--- src/vscale_config.svh ---
`ifndef VSCALE_CONFIG_SVH
`define VSCALE_CONFIG_SVH

// Memory data and address width
`define VSCALE_XPR_WIDTH 32

// Host control register channel
`define VSCALE_PCR_ADDR_WIDTH 12
`define VSCALE_PCR_DATA_WIDTH 64

// Depth in 32-bit words, so byte addresses wrap at 4 KiB
`define VSCALE_SRAM_WORDS 1024

`endif

--- src/vscale_pkg.sv ---
`include "vscale_config.svh"

package vscale_pkg;

   typedef logic [`VSCALE_XPR_WIDTH-1:0] xpr_t;
   typedef logic [`VSCALE_PCR_DATA_WIDTH-1:0] pcr_data_t;
   typedef logic [$clog2(`VSCALE_SRAM_WORDS)-1:0] word_idx_t;

   // Only single transfers, so BUSY and SEQ never appear
   typedef enum logic [1:0] {
      HTRANS_IDLE   = 2'b00,
      HTRANS_NONSEQ = 2'b10
   } htrans_t;

   typedef enum logic [2:0] {
      HSIZE_BYTE = 3'd0,
      HSIZE_HALF = 3'd1,
      HSIZE_WORD = 3'd2
   } hsize_t;

   typedef enum logic {
      HRESP_OKAY  = 1'b0,
      HRESP_ERROR = 1'b1
   } hresp_t;

   typedef enum logic [`VSCALE_PCR_ADDR_WIDTH-1:0] {
      PCR_MEM_ADDR     = 'd0,
      PCR_MEM_DATA     = 'd1,
      PCR_SCRATCH      = 'd2,
      PCR_ACCESS_COUNT = 'd3
   } pcr_addr_t;

endpackage

--- src/vscale_mem_req_if.sv ---
`timescale 1ns/10ps
`include "vscale_config.svh"

interface vscale_mem_req_if;

   logic cmd_valid;
   logic cmd_write;
   vscale_pkg::word_idx_t cmd_addr;
   logic [`VSCALE_XPR_WIDTH-1:0] cmd_wdata;
   logic cmd_done;   // End of the data phase
   logic [`VSCALE_XPR_WIDTH-1:0] cmd_rdata;

   modport requester (output cmd_valid, cmd_write, cmd_addr, cmd_wdata,
                      input  cmd_done, cmd_rdata);

   modport server (input  cmd_valid, cmd_write, cmd_addr, cmd_wdata,
                   output cmd_done, cmd_rdata);

endinterface

--- src/vscale_htif_pcr.sv ---
`timescale 1ns/10ps
`include "vscale_config.svh"

module vscale_htif_pcr (
   input  logic clk,
   input  logic reset,
   input  logic pcr_req_valid,
   output logic pcr_req_ready,
   input  logic pcr_req_rw,
   input  logic [`VSCALE_PCR_ADDR_WIDTH-1:0] pcr_req_addr,
   input  logic [`VSCALE_PCR_DATA_WIDTH-1:0] pcr_req_data,
   output logic pcr_resp_valid,
   input  logic pcr_resp_ready,
   output logic [`VSCALE_PCR_DATA_WIDTH-1:0] pcr_resp_data,
   vscale_mem_req_if.requester mem
);

   vscale_pkg::pcr_addr_t req_addr;
   vscale_pkg::word_idx_t mem_addr;
   vscale_pkg::pcr_data_t scratch;
   vscale_pkg::xpr_t access_count;
   vscale_pkg::pcr_data_t reg_rdata;
   logic mem_busy;
   logic req_fire;

   assign req_addr = vscale_pkg::pcr_addr_t'(pcr_req_addr);
   assign pcr_req_ready = !mem_busy && !pcr_resp_valid;
   assign req_fire = pcr_req_valid && pcr_req_ready;
   assign mem.cmd_addr = mem_addr;   // Stable while the access is in flight

   // Register reads, writes answer with zero
   always_comb begin
      reg_rdata = '0;
      if (!pcr_req_rw) begin
         case (req_addr)
            vscale_pkg::PCR_MEM_ADDR:     reg_rdata = vscale_pkg::pcr_data_t'(mem_addr);
            vscale_pkg::PCR_SCRATCH:      reg_rdata = scratch;
            vscale_pkg::PCR_ACCESS_COUNT: reg_rdata = vscale_pkg::pcr_data_t'(access_count);
            default:                      reg_rdata = '0;
         endcase
      end
   end

   always_ff @(posedge clk) begin
      if (reset) begin
         pcr_resp_valid <= 1'b0;
         mem_busy <= 1'b0;
         mem.cmd_valid <= 1'b0;
         mem_addr <= '0;
         scratch <= '0;
         access_count <= '0;
      end else begin
         mem.cmd_valid <= 1'b0;
         if (pcr_resp_valid && pcr_resp_ready)
            pcr_resp_valid <= 1'b0;
         if (mem.cmd_done) begin
            mem_busy <= 1'b0;
            pcr_resp_valid <= 1'b1;
            mem_addr <= mem_addr + 1'b1;   // Wraps at the last word
            access_count <= access_count + 1'b1;
         end
         if (req_fire) begin
            if (req_addr == vscale_pkg::PCR_MEM_DATA) begin
               mem_busy <= 1'b1;
               mem.cmd_valid <= 1'b1;
            end else begin
               pcr_resp_valid <= 1'b1;
            end
            if (pcr_req_rw) begin
               case (req_addr)
                  vscale_pkg::PCR_MEM_ADDR: mem_addr <= vscale_pkg::word_idx_t'(pcr_req_data);
                  vscale_pkg::PCR_SCRATCH:  scratch <= pcr_req_data;
                  default: ;   // Count is read-only, unknown addresses drop the write
               endcase
            end
         end
      end
   end

   always_ff @(posedge clk) begin
      if (req_fire) begin
         mem.cmd_write <= pcr_req_rw;
         mem.cmd_wdata <= pcr_req_data[`VSCALE_XPR_WIDTH-1:0];
         pcr_resp_data <= reg_rdata;
      end
      if (mem.cmd_done)
         pcr_resp_data <= mem.cmd_write ? '0 : vscale_pkg::pcr_data_t'(mem.cmd_rdata);
   end

endmodule

--- src/flat_wrapper.sv ---
// flat-port wrapper written by rule: the top's interface ports become plain ports
module vscale_htif_pcr_flat 
  (clk, reset, pcr_req_valid, pcr_req_ready, pcr_req_rw, pcr_req_addr, pcr_req_data, pcr_resp_valid, pcr_resp_ready, pcr_resp_data, mem_cmd_valid, mem_cmd_write, mem_cmd_addr, mem_cmd_wdata, mem_cmd_done, mem_cmd_rdata);
  vscale_mem_req_if mem_i ();
  input  logic clk;
  input  logic reset;
  input  logic pcr_req_valid;
  output logic pcr_req_ready;
  input  logic pcr_req_rw;
  input  logic [`VSCALE_PCR_ADDR_WIDTH-1:0] pcr_req_addr;
  input  logic [`VSCALE_PCR_DATA_WIDTH-1:0] pcr_req_data;
  output logic pcr_resp_valid;
  input  logic pcr_resp_ready;
  output logic [`VSCALE_PCR_DATA_WIDTH-1:0] pcr_resp_data;
  output wire logic [$bits(mem_i.cmd_valid)-1:0] mem_cmd_valid;
  output wire logic [$bits(mem_i.cmd_write)-1:0] mem_cmd_write;
  output wire logic [$bits(mem_i.cmd_addr)-1:0] mem_cmd_addr;
  output wire logic [$bits(mem_i.cmd_wdata)-1:0] mem_cmd_wdata;
  input wire logic [$bits(mem_i.cmd_done)-1:0] mem_cmd_done;
  input wire logic [$bits(mem_i.cmd_rdata)-1:0] mem_cmd_rdata;
  assign mem_cmd_valid = mem_i.cmd_valid;
  assign mem_cmd_write = mem_i.cmd_write;
  assign mem_cmd_addr = mem_i.cmd_addr;
  assign mem_cmd_wdata = mem_i.cmd_wdata;
  assign mem_i.cmd_done = mem_cmd_done;
  assign mem_i.cmd_rdata = mem_cmd_rdata;
  vscale_htif_pcr u_core (.clk(clk), .reset(reset), .pcr_req_valid(pcr_req_valid), .pcr_req_ready(pcr_req_ready), .pcr_req_rw(pcr_req_rw), .pcr_req_addr(pcr_req_addr), .pcr_req_data(pcr_req_data), .pcr_resp_valid(pcr_resp_valid), .pcr_resp_ready(pcr_resp_ready), .pcr_resp_data(pcr_resp_data), .mem(mem_i));
endmodule
--- config.mk ---
export PLATFORM = sky130hd
export DESIGN_NAME = vscale_htif_pcr_flat
export DESIGN_NICKNAME = d
export VERILOG_FILES = /design/src/vscale_pkg.sv /design/src/vscale_mem_req_if.sv /design/src/vscale_htif_pcr.sv /design/src/flat_wrapper.sv
export VERILOG_INCLUDE_DIRS = /design/src
export SDC_FILE = /design/constraint.sdc
export NUM_CORES = 1
export LEC_CHECK = 0
export ABC_AREA = 0
export BUFFER_PORTS_ARGS = -buffer_cell sky130_fd_sc_hd__buf_2
export CORE_UTILIZATION = 30
export CTS_CLUSTER_SIZE = 14
export DETAILED_ROUTE_END_ITERATION = 12
export GPL_ROUTABILITY_DRIVEN = 0
export PLACE_DENSITY = 0.53
export SLEW_MARGIN = 30
export SYNTH_ARGS = -nofsm -noshare
export SYNTH_HDL_FRONTEND = slang
export SYNTH_SLANG_ARGS = --single-unit
--- constraint.sdc ---
create_clock -name clk -period 3.4 [get_ports clk]
set_clock_uncertainty 0.1 [all_clocks]
set_input_delay 0.34 -clock clk [delete_from_list [all_inputs] [get_ports clk]]
set_output_delay 0.34 -clock clk [all_outputs]
set_load 0.005 [all_outputs]
==> results_tabular.tex <==
\begin{tabular}{lr}
\hline
Metric & Value \\
\hline
\multicolumn{2}{l}{\textbf{Run status}} \\
Result of the run & complete, no violations \\
\multicolumn{2}{l}{\textbf{Synthesis}} \\
Fraction of registers with async set/reset & 0 \\
Count of state elements after synthesis & 206 \\
Mux contribution to synthesized area & 0.01490 \\
Sequential area share after synthesis & 0.5948 \\
Area fraction in compound gates after synthesis & 0.1429 \\
Post-synth EDFFs & 97 \\
Synthesized area per cell & 10.42 sq um \\
XOR/XNOR Fraction of Synth Area & 0.01943 \\
Post-synthesis share of cell area spent on and, or, nand and nor gates & 0.1906 \\
Mapped Nets & 938 \\
Synth top area cells & sky130\_fd\_sc\_hd\_\_edfxtp\_1 (34\%), sky130\_fd\_sc\_hd\_\_dfxtp\_1 (25\%), sky130\_fd\_sc\_hd\_\_nand3\_1 (5.8\%), sky130\_fd\_sc\_hd\_\_a21oi\_1 (4.8\%), sky130\_fd\_sc\_hd\_\_o21ai\_0 (4.1\%) \\
Number of warnings issued by yosys & 0 \\
Post-synth design cell area & 8566 sq um \\
Post-synth top flop & sky130\_fd\_sc\_hd\_\_dfxtp\_1 \\
Cell variety after synth & 44 \\
Largest family of logic cells by synthesized area & simple AND/OR/NAND/NOR gates \\
Portion of synthesized cell area occupied by the leading cell type & 0.3401 \\
Synthesized instance count & 822 \\
Post-synthesis share of cell area spent on full adders, half adders and majority gates & 0.002921 \\
Biggest area consumer among synthesized cells & sky130\_fd\_sc\_hd\_\_edfxtp\_1 \\
\multicolumn{2}{l}{\textbf{Timing}} \\
Unrepaired setup endpoints after global routing & false \\
Tcrit/Tclk final & 0.6950 \\
Final sum of negative setup slack & 0 ns \\
Achievable clock frequency & 423.2 MHz \\
Count of pins over their slew limit & 0 \\
Setup violators final & 0 \\
Final hold vios & 0 \\
Worst slew slack as a fraction of its limit & 0.4431 \\
Time the final worst path needs with I/O delays and setup & 2.363 ns \\
Worst-margin pin slew & 0.8354 ns \\
\multicolumn{2}{l}{\textbf{Routing}} \\
Post-route DRC & 0 \\
Average routed wire per standard cell & 17.31 um \\
Pre-antenna DRT Iters & 5 \\
Number of design-rule violations left by the first detailed-router iteration & 466 \\
Detailed Route WL & 25.66 mm \\
Via count & 7419 \\
Detail Route Antenna Nets & 0 \\
Avg Vias per Cell & 5.006 \\
\multicolumn{2}{l}{\textbf{Worst setup path}} \\
Slowest cell on the critical path & sky130\_fd\_sc\_hd\_\_or4b\_4 \\
Crit Reg-Reg Startpoint & u\_core.access\_count[0] \\
Arrival time of the worst setup path & 2.71 ns \\
Maximum fanout along the worst path & 14 \\
Setup CP Type & register to register \\
Cell chain of the critical path & ha\_1 -> nand4\_4 -> or4b\_4 -> or4\_1 -> a21oi\_1 \\
Slowest Stage Delay on Critical Path & 0.65 ns \\
Launch point of the critical path & u\_core.access\_count[0] \\
Startpoint types & register \\
Critical path data required time & 3.74 ns \\
Critical path capture point type & register \\
\multicolumn{2}{l}{\textbf{Die}} \\
Initial cell density of the core & 0.3066 \\
Die outline height & 171.0 um \\
DIE WIDTH & 171.0 um \\
Die Outline Area & 29230 sq um \\
Standard cell core area & 27930 sq um \\
Number of placement rows & 61 \\
Count of boundary I/O pins & 224 \\
\multicolumn{2}{l}{\textbf{Place}} \\
Area post-placement & 10070 sq um \\
DPL Wire Length & 16.43 mm \\
Count of input and output buffers & 223 \\
\multicolumn{2}{l}{\textbf{Clocking}} \\
Number of hold-repair buffers added at the cts stage & 65 \\
CTS tree & built \\
Post-CTS Setup Repair Bufs & 0 \\
Buffer levels on the longest clock path & 3 \\
Deepest level of the CTS H-tree & 1 \\
Buffer cell driving the clock tree root & sky130\_fd\_sc\_hd\_\_clkbuf\_16 \\
Clk sink count & 206 \\
Skew-Pair Late Insertion Delay & 0.52 ns \\
Post-cts repair resize count & 0 \\
Clock buffers created by TritonCTS & 25 \\
Clk pin slew, worst setup/hold paths & 0.06 ns \\
\multicolumn{2}{l}{\textbf{Cells and area}} \\
Synth-to-layout area growth & 34.30\% \\
Most common cell after layout, fill and taps aside & sky130\_fd\_sc\_hd\_\_buf\_2 \\
Fraction of final layout cells sized beyond drive strength 1 & 0.2616 \\
Core Util, Final & 0.4118 \\
Post-route cell area & 11500 sq um \\
Top library cells by usage in the layout, fill and taps aside & sky130\_fd\_sc\_hd\_\_buf\_2 (222), sky130\_fd\_sc\_hd\_\_dfxtp\_1 (109), sky130\_fd\_sc\_hd\_\_nand3\_1 (99), sky130\_fd\_sc\_hd\_\_edfxtp\_1 (97), sky130\_fd\_sc\_hd\_\_a21oi\_1 (82) \\
Post-layout nets & 1198 \\
Filler Cell Count & 2795 \\
\multicolumn{2}{l}{\textbf{Power}} \\
Power density of the placed cells & 490.8 nW/um\^{}2 \\
IR Drop Worst-Case VDD & 0.2836 mV \\
Total power & 5.646 mW \\
Leakage power summed over all cells & 4.361 nW \\
\multicolumn{2}{l}{\textbf{Min path}} \\
Min-delay worst type & input pin to register \\
Worst hold start & mem\_cmd\_rdata[0] \\
\multicolumn{2}{l}{\textbf{Global route}} \\
Global-route usage over all layers & 0.1714 \\
First-pass GRT wire length & 39.24 mm \\
Number of antenna violations at the first check in global routing & 4 \\
GRT overflow & 0 \\
Maximum number of pins on one net before global-route repair & 73 \\
Via count of the first global-routing pass & 7024 \\
\multicolumn{2}{l}{\textbf{Job}} \\
Count of maximum capacitance violations & 0 \\
\hline
\end{tabular}
## worst paths after layout
path,end,slack (ns),cells after the start
worst min-delay path,u_core.pcr_resp_data[0],0.02,2
worst max-delay path,u_core.access_count[26],1.04,5
worst min register to register,u_core.scratch[47],0.36,2
worst max register to register,u_core.access_count[26],1.04,5
## area by class of cell
type	instances	area [sq um]	area share
Inverter	5	18.77	0.001632
Clock buffer	38	704.4	0.06124
Tap cell	378	473.0	0.04111
Multi-Input combinational cell	542	3208	0.2789
Timing Repair Buffer	302	1924	0.1673
Sequential cell	206	5095	0.4429
Antenna cell	3	7.507	0.0006526
Clock inverter	8	72.57	0.006308
## per-stage QoR
step	hold slack (ns)	worst slack, ns	instances
floorplan	0.3389	0.3860	822
global placement	0.3527	1.021	1368
detailed placement	0.3591	0.9413	1368
CTS	0.004197	1.029	1479
global route	0.01301	0.8320	1481
finish	0.02380	1.037	1482
## kinds of logic after synthesis
kind of cell / count (synthesis)
AND/OR/NAND/NOR: 299
multiplexers: 12
adder cells (fa/ha/maj): 2
flip-flops: 206
buffers and inverters: 74
XOR/XNOR: 19
AO/OA/AOI/OAI: 210
## flip-flops by register name (all words and copies together) (netlist names)
register and cells:
u_core.mem.cmd_write 1, u_core.mem.cmd_addr 10, u_core.mem.cmd_valid 1, u_core.scratch 64, u_core.pcr_resp_data 64, u_core.mem.cmd_wdata 32
u_core.access_count 32, u_core.mem_busy 1, u_core.pcr_resp_valid 1
## worst max-delay path, delay by kind of cell (launching register included)
| family | cells | cell delay [ns] |
|---|---|---|
| flops | 1 | 0.42 |
| compound gates | 1 | 0.14 |
| simple gates | 3 | 1.35 |
| fa+ha+maj | 1 | 0.28 |
## per-layer routing
layer,share of wire,track usage,vias up
li1,-,-,3600
met1,0.44,0.2285,3556
met2,0.48,0.2773,216
met3,0.058,0.03632,43
met4,0.022,0.05163,4
met5,0.0010,0,-
## cell usage after synthesis, types with 11 or more instances
cell / n
sky130_fd_sc_hd__a22oi_1: 28
sky130_fd_sc_hd__edfxtp_1: 97
sky130_fd_sc_hd__nand2_1: 39
sky130_fd_sc_hd__nand4_1: 16
sky130_fd_sc_hd__a21oi_1: 82
sky130_fd_sc_hd__clkbuf_1: 53
sky130_fd_sc_hd__nor2_1: 25
sky130_fd_sc_hd__nand3_1: 99
sky130_fd_sc_hd__dfxtp_1: 109
sky130_fd_sc_hd__nor3_1: 27
sky130_fd_sc_hd__and2_1: 36
sky130_fd_sc_hd__buf_2: 11
sky130_fd_sc_hd__o21ai_0: 70
## power by group
part,internal (mW),switching [mW]
clock,1.50,1.04
combinational,0.182,0.211
sequential,2.68,0.0277
total,4.37,1.28
Note: power is estimated with default switching activity, not from simulation.
