File: src/vscale_config.svh
`ifndef VSCALE_CONFIG_SVH
`define VSCALE_CONFIG_SVH

// Memory data and address width
`define VSCALE_XPR_WIDTH 32

// Host control register channel
`define VSCALE_PCR_ADDR_WIDTH 12
`define VSCALE_PCR_DATA_WIDTH 64

// Depth in 32-bit words, so byte addresses wrap at 4 KiB
`define VSCALE_SRAM_WORDS 1024

`endif

File: src/vscale_pkg.sv
`include "vscale_config.svh"

package vscale_pkg;

   typedef logic [`VSCALE_XPR_WIDTH-1:0] xpr_t;
   typedef logic [`VSCALE_PCR_DATA_WIDTH-1:0] pcr_data_t;
   typedef logic [$clog2(`VSCALE_SRAM_WORDS)-1:0] word_idx_t;

   // Only single transfers, so BUSY and SEQ never appear
   typedef enum logic [1:0] {
      HTRANS_IDLE   = 2'b00,
      HTRANS_NONSEQ = 2'b10
   } htrans_t;

   typedef enum logic [2:0] {
      HSIZE_BYTE = 3'd0,
      HSIZE_HALF = 3'd1,
      HSIZE_WORD = 3'd2
   } hsize_t;

   typedef enum logic {
      HRESP_OKAY  = 1'b0,
      HRESP_ERROR = 1'b1
   } hresp_t;

   typedef enum logic [`VSCALE_PCR_ADDR_WIDTH-1:0] {
      PCR_MEM_ADDR     = 'd0,
      PCR_MEM_DATA     = 'd1,
      PCR_SCRATCH      = 'd2,
      PCR_ACCESS_COUNT = 'd3
   } pcr_addr_t;

endpackage

File: src/vscale_hasti_if.sv
`timescale 1ns/10ps
`include "vscale_config.svh"

interface vscale_hasti_if;

   logic [`VSCALE_XPR_WIDTH-1:0] haddr;
   logic hwrite;
   vscale_pkg::hsize_t hsize;
   vscale_pkg::htrans_t htrans;
   logic [`VSCALE_XPR_WIDTH-1:0] hwdata;
   logic [`VSCALE_XPR_WIDTH-1:0] hrdata;
   logic hready;
   vscale_pkg::hresp_t hresp;

   modport master (
      output haddr, hwrite, hsize, htrans, hwdata,
      input  hrdata, hready, hresp
   );

   modport slave (
      input  haddr, hwrite, hsize, htrans, hwdata,
      output hrdata, hready, hresp
   );

endinterface

File: src/vscale_mem_req_if.sv
`timescale 1ns/10ps
`include "vscale_config.svh"

interface vscale_mem_req_if;

   logic cmd_valid;
   logic cmd_write;
   vscale_pkg::word_idx_t cmd_addr;
   logic [`VSCALE_XPR_WIDTH-1:0] cmd_wdata;
   logic cmd_done;   // End of the data phase
   logic [`VSCALE_XPR_WIDTH-1:0] cmd_rdata;

   modport requester (output cmd_valid, cmd_write, cmd_addr, cmd_wdata,
                      input  cmd_done, cmd_rdata);

   modport server (input  cmd_valid, cmd_write, cmd_addr, cmd_wdata,
                   output cmd_done, cmd_rdata);

endinterface

File: src/vscale_hasti_bridge.sv
`timescale 1ns/10ps
`include "vscale_config.svh"

module vscale_hasti_bridge (
   input logic clk,
   input logic reset,
   vscale_mem_req_if.server cmd,
   vscale_hasti_if.master bus
);

   localparam int PAD_W = `VSCALE_XPR_WIDTH - $bits(vscale_pkg::word_idx_t) - 2;

   logic data_phase;
   logic [`VSCALE_XPR_WIDTH-1:0] wdata_q;

   // Address phase is the cmd_valid cycle itself
   assign bus.htrans = cmd.cmd_valid ? vscale_pkg::HTRANS_NONSEQ : vscale_pkg::HTRANS_IDLE;
   assign bus.haddr = {{PAD_W{1'b0}}, cmd.cmd_addr, 2'b00};
   assign bus.hwrite = cmd.cmd_write;
   assign bus.hsize = vscale_pkg::HSIZE_WORD;
   assign bus.hwdata = wdata_q;

   // Data phase stretches while the slave holds hready low
   always_ff @(posedge clk) begin
      if (reset) begin
         data_phase <= 1'b0;
      end else begin
         data_phase <= cmd.cmd_valid || (data_phase && !bus.hready);
      end
   end

   always_ff @(posedge clk) begin
      if (cmd.cmd_valid)
         wdata_q <= cmd.cmd_wdata;
   end

   assign cmd.cmd_done = data_phase && bus.hready;
   assign cmd.cmd_rdata = (bus.hresp == vscale_pkg::HRESP_OKAY) ? bus.hrdata : '0;

endmodule

File: src/flat_wrapper.sv
// flat-port wrapper written by rule: the top's interface ports become plain ports
module vscale_hasti_bridge_flat 
  (clk, reset, cmd_cmd_valid, cmd_cmd_write, cmd_cmd_addr, cmd_cmd_wdata, cmd_cmd_done, cmd_cmd_rdata, bus_haddr, bus_hwrite, bus_hsize, bus_htrans, bus_hwdata, bus_hrdata, bus_hready, bus_hresp);
  vscale_mem_req_if cmd_i ();
  vscale_hasti_if bus_i ();
  input logic clk;
  input logic reset;
  input wire logic [$bits(cmd_i.cmd_valid)-1:0] cmd_cmd_valid;
  input wire logic [$bits(cmd_i.cmd_write)-1:0] cmd_cmd_write;
  input wire logic [$bits(cmd_i.cmd_addr)-1:0] cmd_cmd_addr;
  input wire logic [$bits(cmd_i.cmd_wdata)-1:0] cmd_cmd_wdata;
  output wire logic [$bits(cmd_i.cmd_done)-1:0] cmd_cmd_done;
  output wire logic [$bits(cmd_i.cmd_rdata)-1:0] cmd_cmd_rdata;
  output wire logic [$bits(bus_i.haddr)-1:0] bus_haddr;
  output wire logic [$bits(bus_i.hwrite)-1:0] bus_hwrite;
  output wire logic [$bits(bus_i.hsize)-1:0] bus_hsize;
  output wire logic [$bits(bus_i.htrans)-1:0] bus_htrans;
  output wire logic [$bits(bus_i.hwdata)-1:0] bus_hwdata;
  input wire logic [$bits(bus_i.hrdata)-1:0] bus_hrdata;
  input wire logic [$bits(bus_i.hready)-1:0] bus_hready;
  input wire logic [$bits(bus_i.hresp)-1:0] bus_hresp;
  assign cmd_i.cmd_valid = cmd_cmd_valid;
  assign cmd_i.cmd_write = cmd_cmd_write;
  assign cmd_i.cmd_addr = cmd_cmd_addr;
  assign cmd_i.cmd_wdata = cmd_cmd_wdata;
  assign cmd_cmd_done = cmd_i.cmd_done;
  assign cmd_cmd_rdata = cmd_i.cmd_rdata;
  assign bus_haddr = bus_i.haddr;
  assign bus_hwrite = bus_i.hwrite;
  assign bus_hsize = bus_i.hsize;
  assign bus_htrans = bus_i.htrans;
  assign bus_hwdata = bus_i.hwdata;
  assign bus_i.hrdata = bus_hrdata;
  assign bus_i.hready = bus_hready;
  assign bus_i.hresp = bus_hresp;
  vscale_hasti_bridge u_core (.clk(clk), .reset(reset), .cmd(cmd_i), .bus(bus_i));
endmodule
File: config.mk
export PLATFORM = sky130hd
export DESIGN_NAME = vscale_hasti_bridge_flat
export DESIGN_NICKNAME = d
export VERILOG_FILES = /design/src/vscale_pkg.sv /design/src/vscale_hasti_if.sv /design/src/vscale_mem_req_if.sv /design/src/vscale_hasti_bridge.sv /design/src/flat_wrapper.sv
export VERILOG_INCLUDE_DIRS = /design/src
export SDC_FILE = /design/constraint.sdc
export NUM_CORES = 1
export LEC_CHECK = 0
export BUFFER_PORTS_ARGS = -buffer_cell sky130_fd_sc_hd__buf_2
export CORE_MARGIN = 5
export CORE_UTILIZATION = 35
export DETAILED_ROUTE_END_ITERATION = 6
export GPL_ROUTABILITY_DRIVEN = 0
export GPL_TIMING_DRIVEN = 0
export MAX_ROUTING_LAYER = met4
export PLACE_DENSITY = 0.85
export SYNTH_ARGS = -nofsm -noshare
export SYNTH_HDL_FRONTEND = slang
export SYNTH_SLANG_ARGS = --single-unit
File: constraint.sdc
create_clock -name clk -period 1.05 [get_ports clk]
set_input_delay 0.21 -clock clk [delete_from_list [all_inputs] [get_ports clk]]
set_output_delay 0.21 -clock clk [all_outputs]
set_load 0.005 [all_outputs]
==> flow_results.xml, run 1 <==
<?xml version="1.0" encoding="UTF-8"?>
<metrics>
  <group name="status">
    <metric name="outcome" unit="">finished, final reports clean</metric>
  </group>
  <group name="floorplan">
    <metric name="floorplan.die.width" unit="um">75.9</metric>
    <metric name="dieHeight" unit="um">75.9</metric>
    <metric name="core" unit="sq um">4290</metric>
    <metric name="placement_rows" unit="">24</metric>
    <metric name="initial_core_util" unit="">0.353</metric>
    <metric name="num_io_pins" unit="">183</metric>
    <metric name="die_area" unit="sq um">5750</metric>
  </group>
  <group name="placed_design">
    <metric name="numPortBuffers" unit="">145</metric>
    <metric name="dp_hpwl" unit="um">3880</metric>
  </group>
  <group name="logic_synthesis">
    <metric name="postSynthCellCount" unit="">112</metric>
    <metric name="syn-cell-area" unit="sq um">1520</metric>
    <metric name="synthArstFlopShare" unit="">0</metric>
    <metric name="yosysSeqAreaShare" unit="">0.646</metric>
    <metric name="netlist-cell-type-count" unit="">9</metric>
    <metric name="synth.ff_latch_count" unit="">33</metric>
    <metric name="ys_warn_count" unit="">0</metric>
    <metric name="number_of_enable_flip_flop_cells_after_synthesis" unit="">32</metric>
    <metric name="syn-mean-instance-area" unit="sq um">13.6</metric>
    <metric name="cell_accounting_for_the_most_synthesized_area" unit="">edfxtp_1</metric>
    <metric name="post_synth_most_frequent_cells" unit="">buf_4 (41), edfxtp_1 (32), nor2b_1 (32)</metric>
    <metric name="synth_top_cells_by_area" unit="">edfxtp_1 (63%), buf_4 (20%), nor2b_1 (13%)</metric>
    <metric name="most_frequent_cell_after_synthesis" unit="">buf_4</metric>
    <metric name="postSynth.topFlopCell" unit="">edfxtp_1</metric>
    <metric name="synth_top_area_frac" unit="">0.633</metric>
  </group>
  <group name="clock_tree">
    <metric name="numClockSinks" unit="">33</metric>
    <metric name="cts_tree" unit="">built</metric>
    <metric name="clockBufferDepth" unit="">2</metric>
    <metric name="worstSkewPairLatency" unit="ps">270</metric>
    <metric name="clkTransAtPathRegs" unit="ps">70</metric>
    <metric name="cts_buffers" unit="">5</metric>
    <metric name="ctsRootBufferMaster" unit="">clkbuf_8</metric>
    <metric name="ctsHtreeMaxLevel" unit="">2</metric>
    <metric name="cts_hold_buffers" unit="">0</metric>
  </group>
  <group name="timing">
    <metric name="final-hold-violation-count" unit="">0</metric>
    <metric name="min_period_over_period" unit="">0.992</metric>
    <metric name="setup_viol_count_final" unit="">0</metric>
    <metric name="finClkSkew" unit="ps">0</metric>
    <metric name="drv_slew" unit="">0</metric>
    <metric name="final.hold.worst_slack" unit="ps">75.1</metric>
    <metric name="rsz_0062_raised_after_global_routing" unit="">true</metric>
    <metric name="timing.fmax" unit="MHz">960</metric>
    <metric name="finalCriticalPeriod" unit="ps">1040</metric>
  </group>
  <group name="drt">
    <metric name="vias" unit="">1326</metric>
    <metric name="drt_drc_violations_left" unit="">0</metric>
    <metric name="dr.pass1.iters" unit="">4</metric>
    <metric name="wl_per_cell" unit="um">12.9</metric>
    <metric name="routed_wl" unit="um">4400</metric>
    <metric name="first_iter_violations" unit="">26</metric>
    <metric name="antenna_left" unit="">0</metric>
    <metric name="post_drt_via_cell_ratio" unit="">3.89</metric>
  </group>
  <group name="worst_setup_path">
    <metric name="timing.setup.critical_path_class" unit="">register to output pin</metric>
    <metric name="cp_cell_sequence" unit="">and2_4 -&gt; buf_6</metric>
    <metric name="crit_path_max_fanout" unit="">2</metric>
    <metric name="worst_path_max_delay_cell" unit="">dfxtp_2</metric>
    <metric name="critical_path_required" unit="ps">840</metric>
    <metric name="reg2reg_depth" unit="">2</metric>
    <metric name="cp.arrival" unit="ps">830</metric>
    <metric name="startpoint_type" unit="">register</metric>
    <metric name="slowest_delay" unit="ps">320</metric>
    <metric name="worstSetupEndpointType" unit="">output pin</metric>
  </group>
  <group name="finish">
    <metric name="final_layout_size_suffix_gt1_frac" unit="">0.678</metric>
    <metric name="utilization" unit="">0.582</metric>
    <metric name="antennaDiodeCount" unit="">0</metric>
    <metric name="area_growth_syn_to_layout" unit="%">64.8</metric>
    <metric name="nets" unit="">368</metric>
  </group>
  <group name="global_routing">
    <metric name="grt_pass1_wl" unit="um">5530</metric>
    <metric name="initial_antenna_violation_count" unit="">0</metric>
    <metric name="global_route.overflow_total" unit="">0</metric>
    <metric name="grt_start_max_net_pins" unit="">35</metric>
    <metric name="grt_pass1_vias" unit="">1218</metric>
    <metric name="grt.total_usage" unit="">0.133</metric>
  </group>
  <group name="power">
    <metric name="total_leakage_power" unit="nW">1.35</metric>
    <metric name="vdd_ir_max" unit="mV">0.436</metric>
    <metric name="powerDensity" unit="nW/um^2">1210</metric>
    <metric name="report.power.total" unit="mW">3.03</metric>
  </group>
  <group name="min_path">
    <metric name="min_path_cells" unit="">2</metric>
    <metric name="hold_class" unit="">input pin to register</metric>
  </group>
  <group name="job">
    <metric name="maxCapViolations" unit="">0</metric>
  </group>
</metrics>
==> layout make-up <==
type                    instances  area [sq um]
plain buffers                  41           308
clock buffers                   5          68.8
clock inverters                 3          17.5
fillers                       361          1790
inverters                       1          3.75
multi-input cells              61           318
flip-flops and latches         33           982
well taps                      52          65.1
repair buffers                145           738
==> sequential cells by signal, indices dropped and copies added, names as in the netlist <==
register / cells
u_core.data_phase: 1
u_core.bus.hwdata: 32
==> cell usage in the layout (no fill, tap or decap), types with 2 or more instances in the layout <==
cell / count
buf_2: 143
edfxtp_1: 32
nor2b_1: 32
buf_4: 41
buf_6: 2
conb_1: 26
clkbuf_8: 5
clkinv_2: 2
==> worst paths after layout <==
kind	startpoint	endpoint	slack, ps
min	reset	u_core.data_phase	80
min reg2reg	u_core.data_phase	u_core.data_phase	470
max reg2reg	u_core.data_phase	u_core.data_phase	470
max	u_core.data_phase	cmd_cmd_done	8
==> through the flow <==
step / std cells / TNS (ps) / worst slack (ps) / area (sq um)
2_1_floorplan: 136 / 0 / 361 / 1610
3_3_place_gp: 333 / -2760 / -221 / 2400
3_5_place_dp: 333 / -3830 / -252 / 2400
4_1_cts: 341 / -7.11 / -7.11 / 2500
5_1_grt: 341 / -22.5 / -22.5 / 2500
6_report: 341 / 0 / 8.45 / 2500
==> report_power, final <==
part,switching (mW),total [mW],leakage [nW],internal (mW)
clock,0.425,0.881,0.0439,0.456
combinational,0.227,0.567,0.981,0.340
sequential,0.0239,1.58,0.322,1.56
total,0.676,3.03,1.35,2.35
==> critical path: cells and delay by family (launching register included) <==
kind          cells  cell delay (ps)
simple gates      1              130
flops             1              320
buf+inv           1              110
==> per-layer routing <==
layer	track usage	vias to the layer above	routed length [um]	share of wire
met3	0.0396	4	720	0.16
met5	-	-	0	0
li1	-	651	-	-
met2	0.238	111	2260	0.51
met1	0.136	560	1390	0.32
met4	0.0466	0	27	0.0061
==> what timing repair did <==
item,4_1_cts,5_1_grt
endpoints found under the setup margin,2,1
resized for setup,5,0
setup buffers,0,0
==> kinds of logic after synthesis <==
kind of cell / Yosys count / synth area share
flops: 33 / 0.646
other cells: 2 / 0.00495
buf+inv: 42 / 0.205
simple gates: 34 / 0.140
compound gates: 1 / 0.00329
Power figures use the tool's default switching activity.
==> run 2: changes to the inputs <==
- CORE_ASPECT_RATIO: not set -> 0.8
==> flow_results.xml, run 2 (synthesized netlist as in run 1, its figures left out) <==
<?xml version="1.0" encoding="UTF-8"?>
<metrics>
  <group name="power">
    <metric name="power.share.clock" unit="">0.337</metric>
    <metric name="power.share.combinational" unit="">0.176</metric>
    <metric name="internal_power" unit="mW">2.60</metric>
    <metric name="powerDensity" unit="nW/um^2">1290</metric>
    <metric name="report.power.total" unit="mW">3.25</metric>
    <metric name="switching_fraction_of_total_power" unit="">0.201</metric>
    <metric name="p_seq_frac" unit="">0.487</metric>
    <metric name="p_sw" unit="mW">0.654</metric>
    <metric name="vdd_ir_max" unit="mV">0.696</metric>
    <metric name="total_leakage_power" unit="nW">1.35</metric>
  </group>
  <group name="finish">
    <metric name="antennaDiodeCount" unit="">0</metric>
    <metric name="nets" unit="">368</metric>
    <metric name="final.fill_count" unit="">333</metric>
    <metric name="layout_commonest_cell" unit="">buf_2</metric>
    <metric name="area_growth_syn_to_layout" unit="%">66.0</metric>
    <metric name="stdcell_area" unit="sq um">2520</metric>
    <metric name="layout_common_cells" unit="">buf_2 (144), buf_4 (41), edfxtp_1 (32), nor2b_1 (31), conb_1 (26)</metric>
    <metric name="largest_reg_flops" unit="">32</metric>
    <metric name="final_layout_size_suffix_gt1_frac" unit="">0.668</metric>
  </group>
  <group name="floorplan">
    <metric name="floorplan.die.width" unit="um">83.6</metric>
    <metric name="placement_rows" unit="">21</metric>
    <metric name="num_io_pins" unit="">183</metric>
    <metric name="core" unit="sq um">4180</metric>
    <metric name="dieHeight" unit="um">68.9</metric>
    <metric name="initial_core_util" unit="">0.363</metric>
    <metric name="die_area" unit="sq um">5760</metric>
  </group>
  <group name="timing">
    <metric name="min_period_over_period" unit="">0.977</metric>
    <metric name="timing.fmax" unit="MHz">975</metric>
    <metric name="setup_viol_count_final" unit="">0</metric>
    <metric name="rsz_0062_raised_after_global_routing" unit="">true</metric>
    <metric name="finalCriticalPeriod" unit="ps">1030</metric>
    <metric name="drv_slew" unit="">0</metric>
    <metric name="fin_setup_tns" unit="ps">0</metric>
    <metric name="final.hold.worst_slack" unit="ps">88.2</metric>
    <metric name="final-hold-violation-count" unit="">0</metric>
    <metric name="finClkSkew" unit="ps">0</metric>
  </group>
  <group name="clock_tree">
    <metric name="clkTransAtPathRegs" unit="ps">60</metric>
    <metric name="ctsHtreeMaxLevel" unit="">2</metric>
    <metric name="count_of_buffers_added_by_post_cts_timing_repair_for_setup" unit="">0</metric>
    <metric name="cts_buffers" unit="">5</metric>
    <metric name="cts_repair_resize_count" unit="">2</metric>
    <metric name="cts_tree" unit="">built</metric>
    <metric name="cts_hold_buffers" unit="">0</metric>
    <metric name="ctsRootBufferMaster" unit="">clkbuf_8</metric>
    <metric name="worstSkewPairLatency" unit="ps">270</metric>
    <metric name="clockBufferDepth" unit="">2</metric>
    <metric name="numClockSinks" unit="">33</metric>
  </group>
  <group name="drt">
    <metric name="vias" unit="">1312</metric>
    <metric name="wl_per_cell" unit="um">13.0</metric>
    <metric name="post_drt_via_cell_ratio" unit="">3.79</metric>
    <metric name="first_iter_violations" unit="">62</metric>
    <metric name="antenna_left" unit="">0</metric>
    <metric name="drt_drc_violations_left" unit="">0</metric>
    <metric name="dr.pass1.iters" unit="">4</metric>
    <metric name="routed_wl" unit="um">4510</metric>
  </group>
  <group name="worst_setup_path">
    <metric name="reg2reg_depth" unit="">2</metric>
    <metric name="reg2reg_setup_slack" unit="ps">490</metric>
    <metric name="startpoint_type" unit="">register</metric>
    <metric name="crit_end" unit="">cmd_cmd_done</metric>
    <metric name="crit_path_max_fanout" unit="">2</metric>
    <metric name="worstSetupEndpointType" unit="">output pin</metric>
    <metric name="rr_endpoint" unit="">u_core.data_phase</metric>
    <metric name="worst_r2r_startpoint" unit="">u_core.data_phase</metric>
    <metric name="crit_start" unit="">u_core.data_phase</metric>
    <metric name="critical_path_required" unit="ps">840</metric>
    <metric name="cp.arrival" unit="ps">820</metric>
    <metric name="timing.setup.critical_path_class" unit="">register to output pin</metric>
  </group>
  <group name="global_routing">
    <metric name="global_route.overflow_total" unit="">0</metric>
    <metric name="initial_antenna_violation_count" unit="">0</metric>
    <metric name="grt.total_usage" unit="">0.145</metric>
    <metric name="grt_pass1_wl" unit="um">6130</metric>
    <metric name="grt_start_max_net_pins" unit="">35</metric>
    <metric name="grt_pass1_vias" unit="">1200</metric>
  </group>
  <group name="placed_design">
    <metric name="dp_hpwl" unit="um">3990</metric>
    <metric name="placement.cell_area" unit="sq um">2400</metric>
    <metric name="numPortBuffers" unit="">145</metric>
  </group>
  <group name="min_path">
    <metric name="hold_class" unit="">input pin to register</metric>
  </group>
  <group name="job">
    <metric name="maxCapViolations" unit="">0</metric>
  </group>
  <group name="status">
    <metric name="outcome" unit="">finished, final reports clean</metric>
  </group>
</metrics>
run 2: how the worst min path moves through the flow:
| stage | endpoint | depth (start not counted) | start | slack (ps) |
|---|---|---|---|---|
| after floorplan | u_core.data_phase | 1 | reset | 280 |
| after global placement | u_core.data_phase | 2 | reset | 370 |
| after detailed placement | u_core.data_phase | 2 | reset | 370 |
| after CTS | u_core.data_phase | 2 | reset | 80 |
| after global routing | u_core.data_phase | 2 | reset | 80 |
| final | u_core.data_phase | 2 | reset | 90 |
run 2: power by group through the flow:
stage	combinational, mW	sequential (mW)	clock [mW]
after floorplan	0.208	1.63	0
after global placement	0.553	1.60	0
after detailed placement	0.565	1.61	0
after CTS	0.569	1.59	1.12
after global routing	0.627	1.59	1.20
final	0.571	1.58	1.10
run 2: worst max-delay path, stage by stage (launching register included):
cell	delay [ps]
dfxtp_1	300
and2_1	120
buf_2	120
run 2: through the flow:
step | setup slack [ps] | instances | util
after floorplan | 361 | 136 | -
after global placement | -235 | 338 | 0.576
after detailed placement | -252 | 338 | 0.576
after CTS | 6.01 | 346 | 0.603
after global routing | -14.6 | 346 | 0.603
final | 24.6 | 346 | 0.603
run 2: cell type report:
class	instances	area, sq um	share of cell area
Sequential cell	33	981	0.389
Clock inverter	2	33.8	0.0134
Timing Repair Buffer	145	732	0.290
Multi-Input combinational cell	61	318	0.126
Inverter	1	3.75	0.00149
Clock buffer	6	72.6	0.0288
Buffer	41	308	0.122
Tap cell	57	71.3	0.0283
run 2: routing by layer:
layer	wire length (um)	vias up	global-route usage
met4	21	0	0.0422
met5	0	-	-
met1	1730	560	0.166
met2	2270	98	0.240
li1	-	652	-
met3	491	2	0.0582
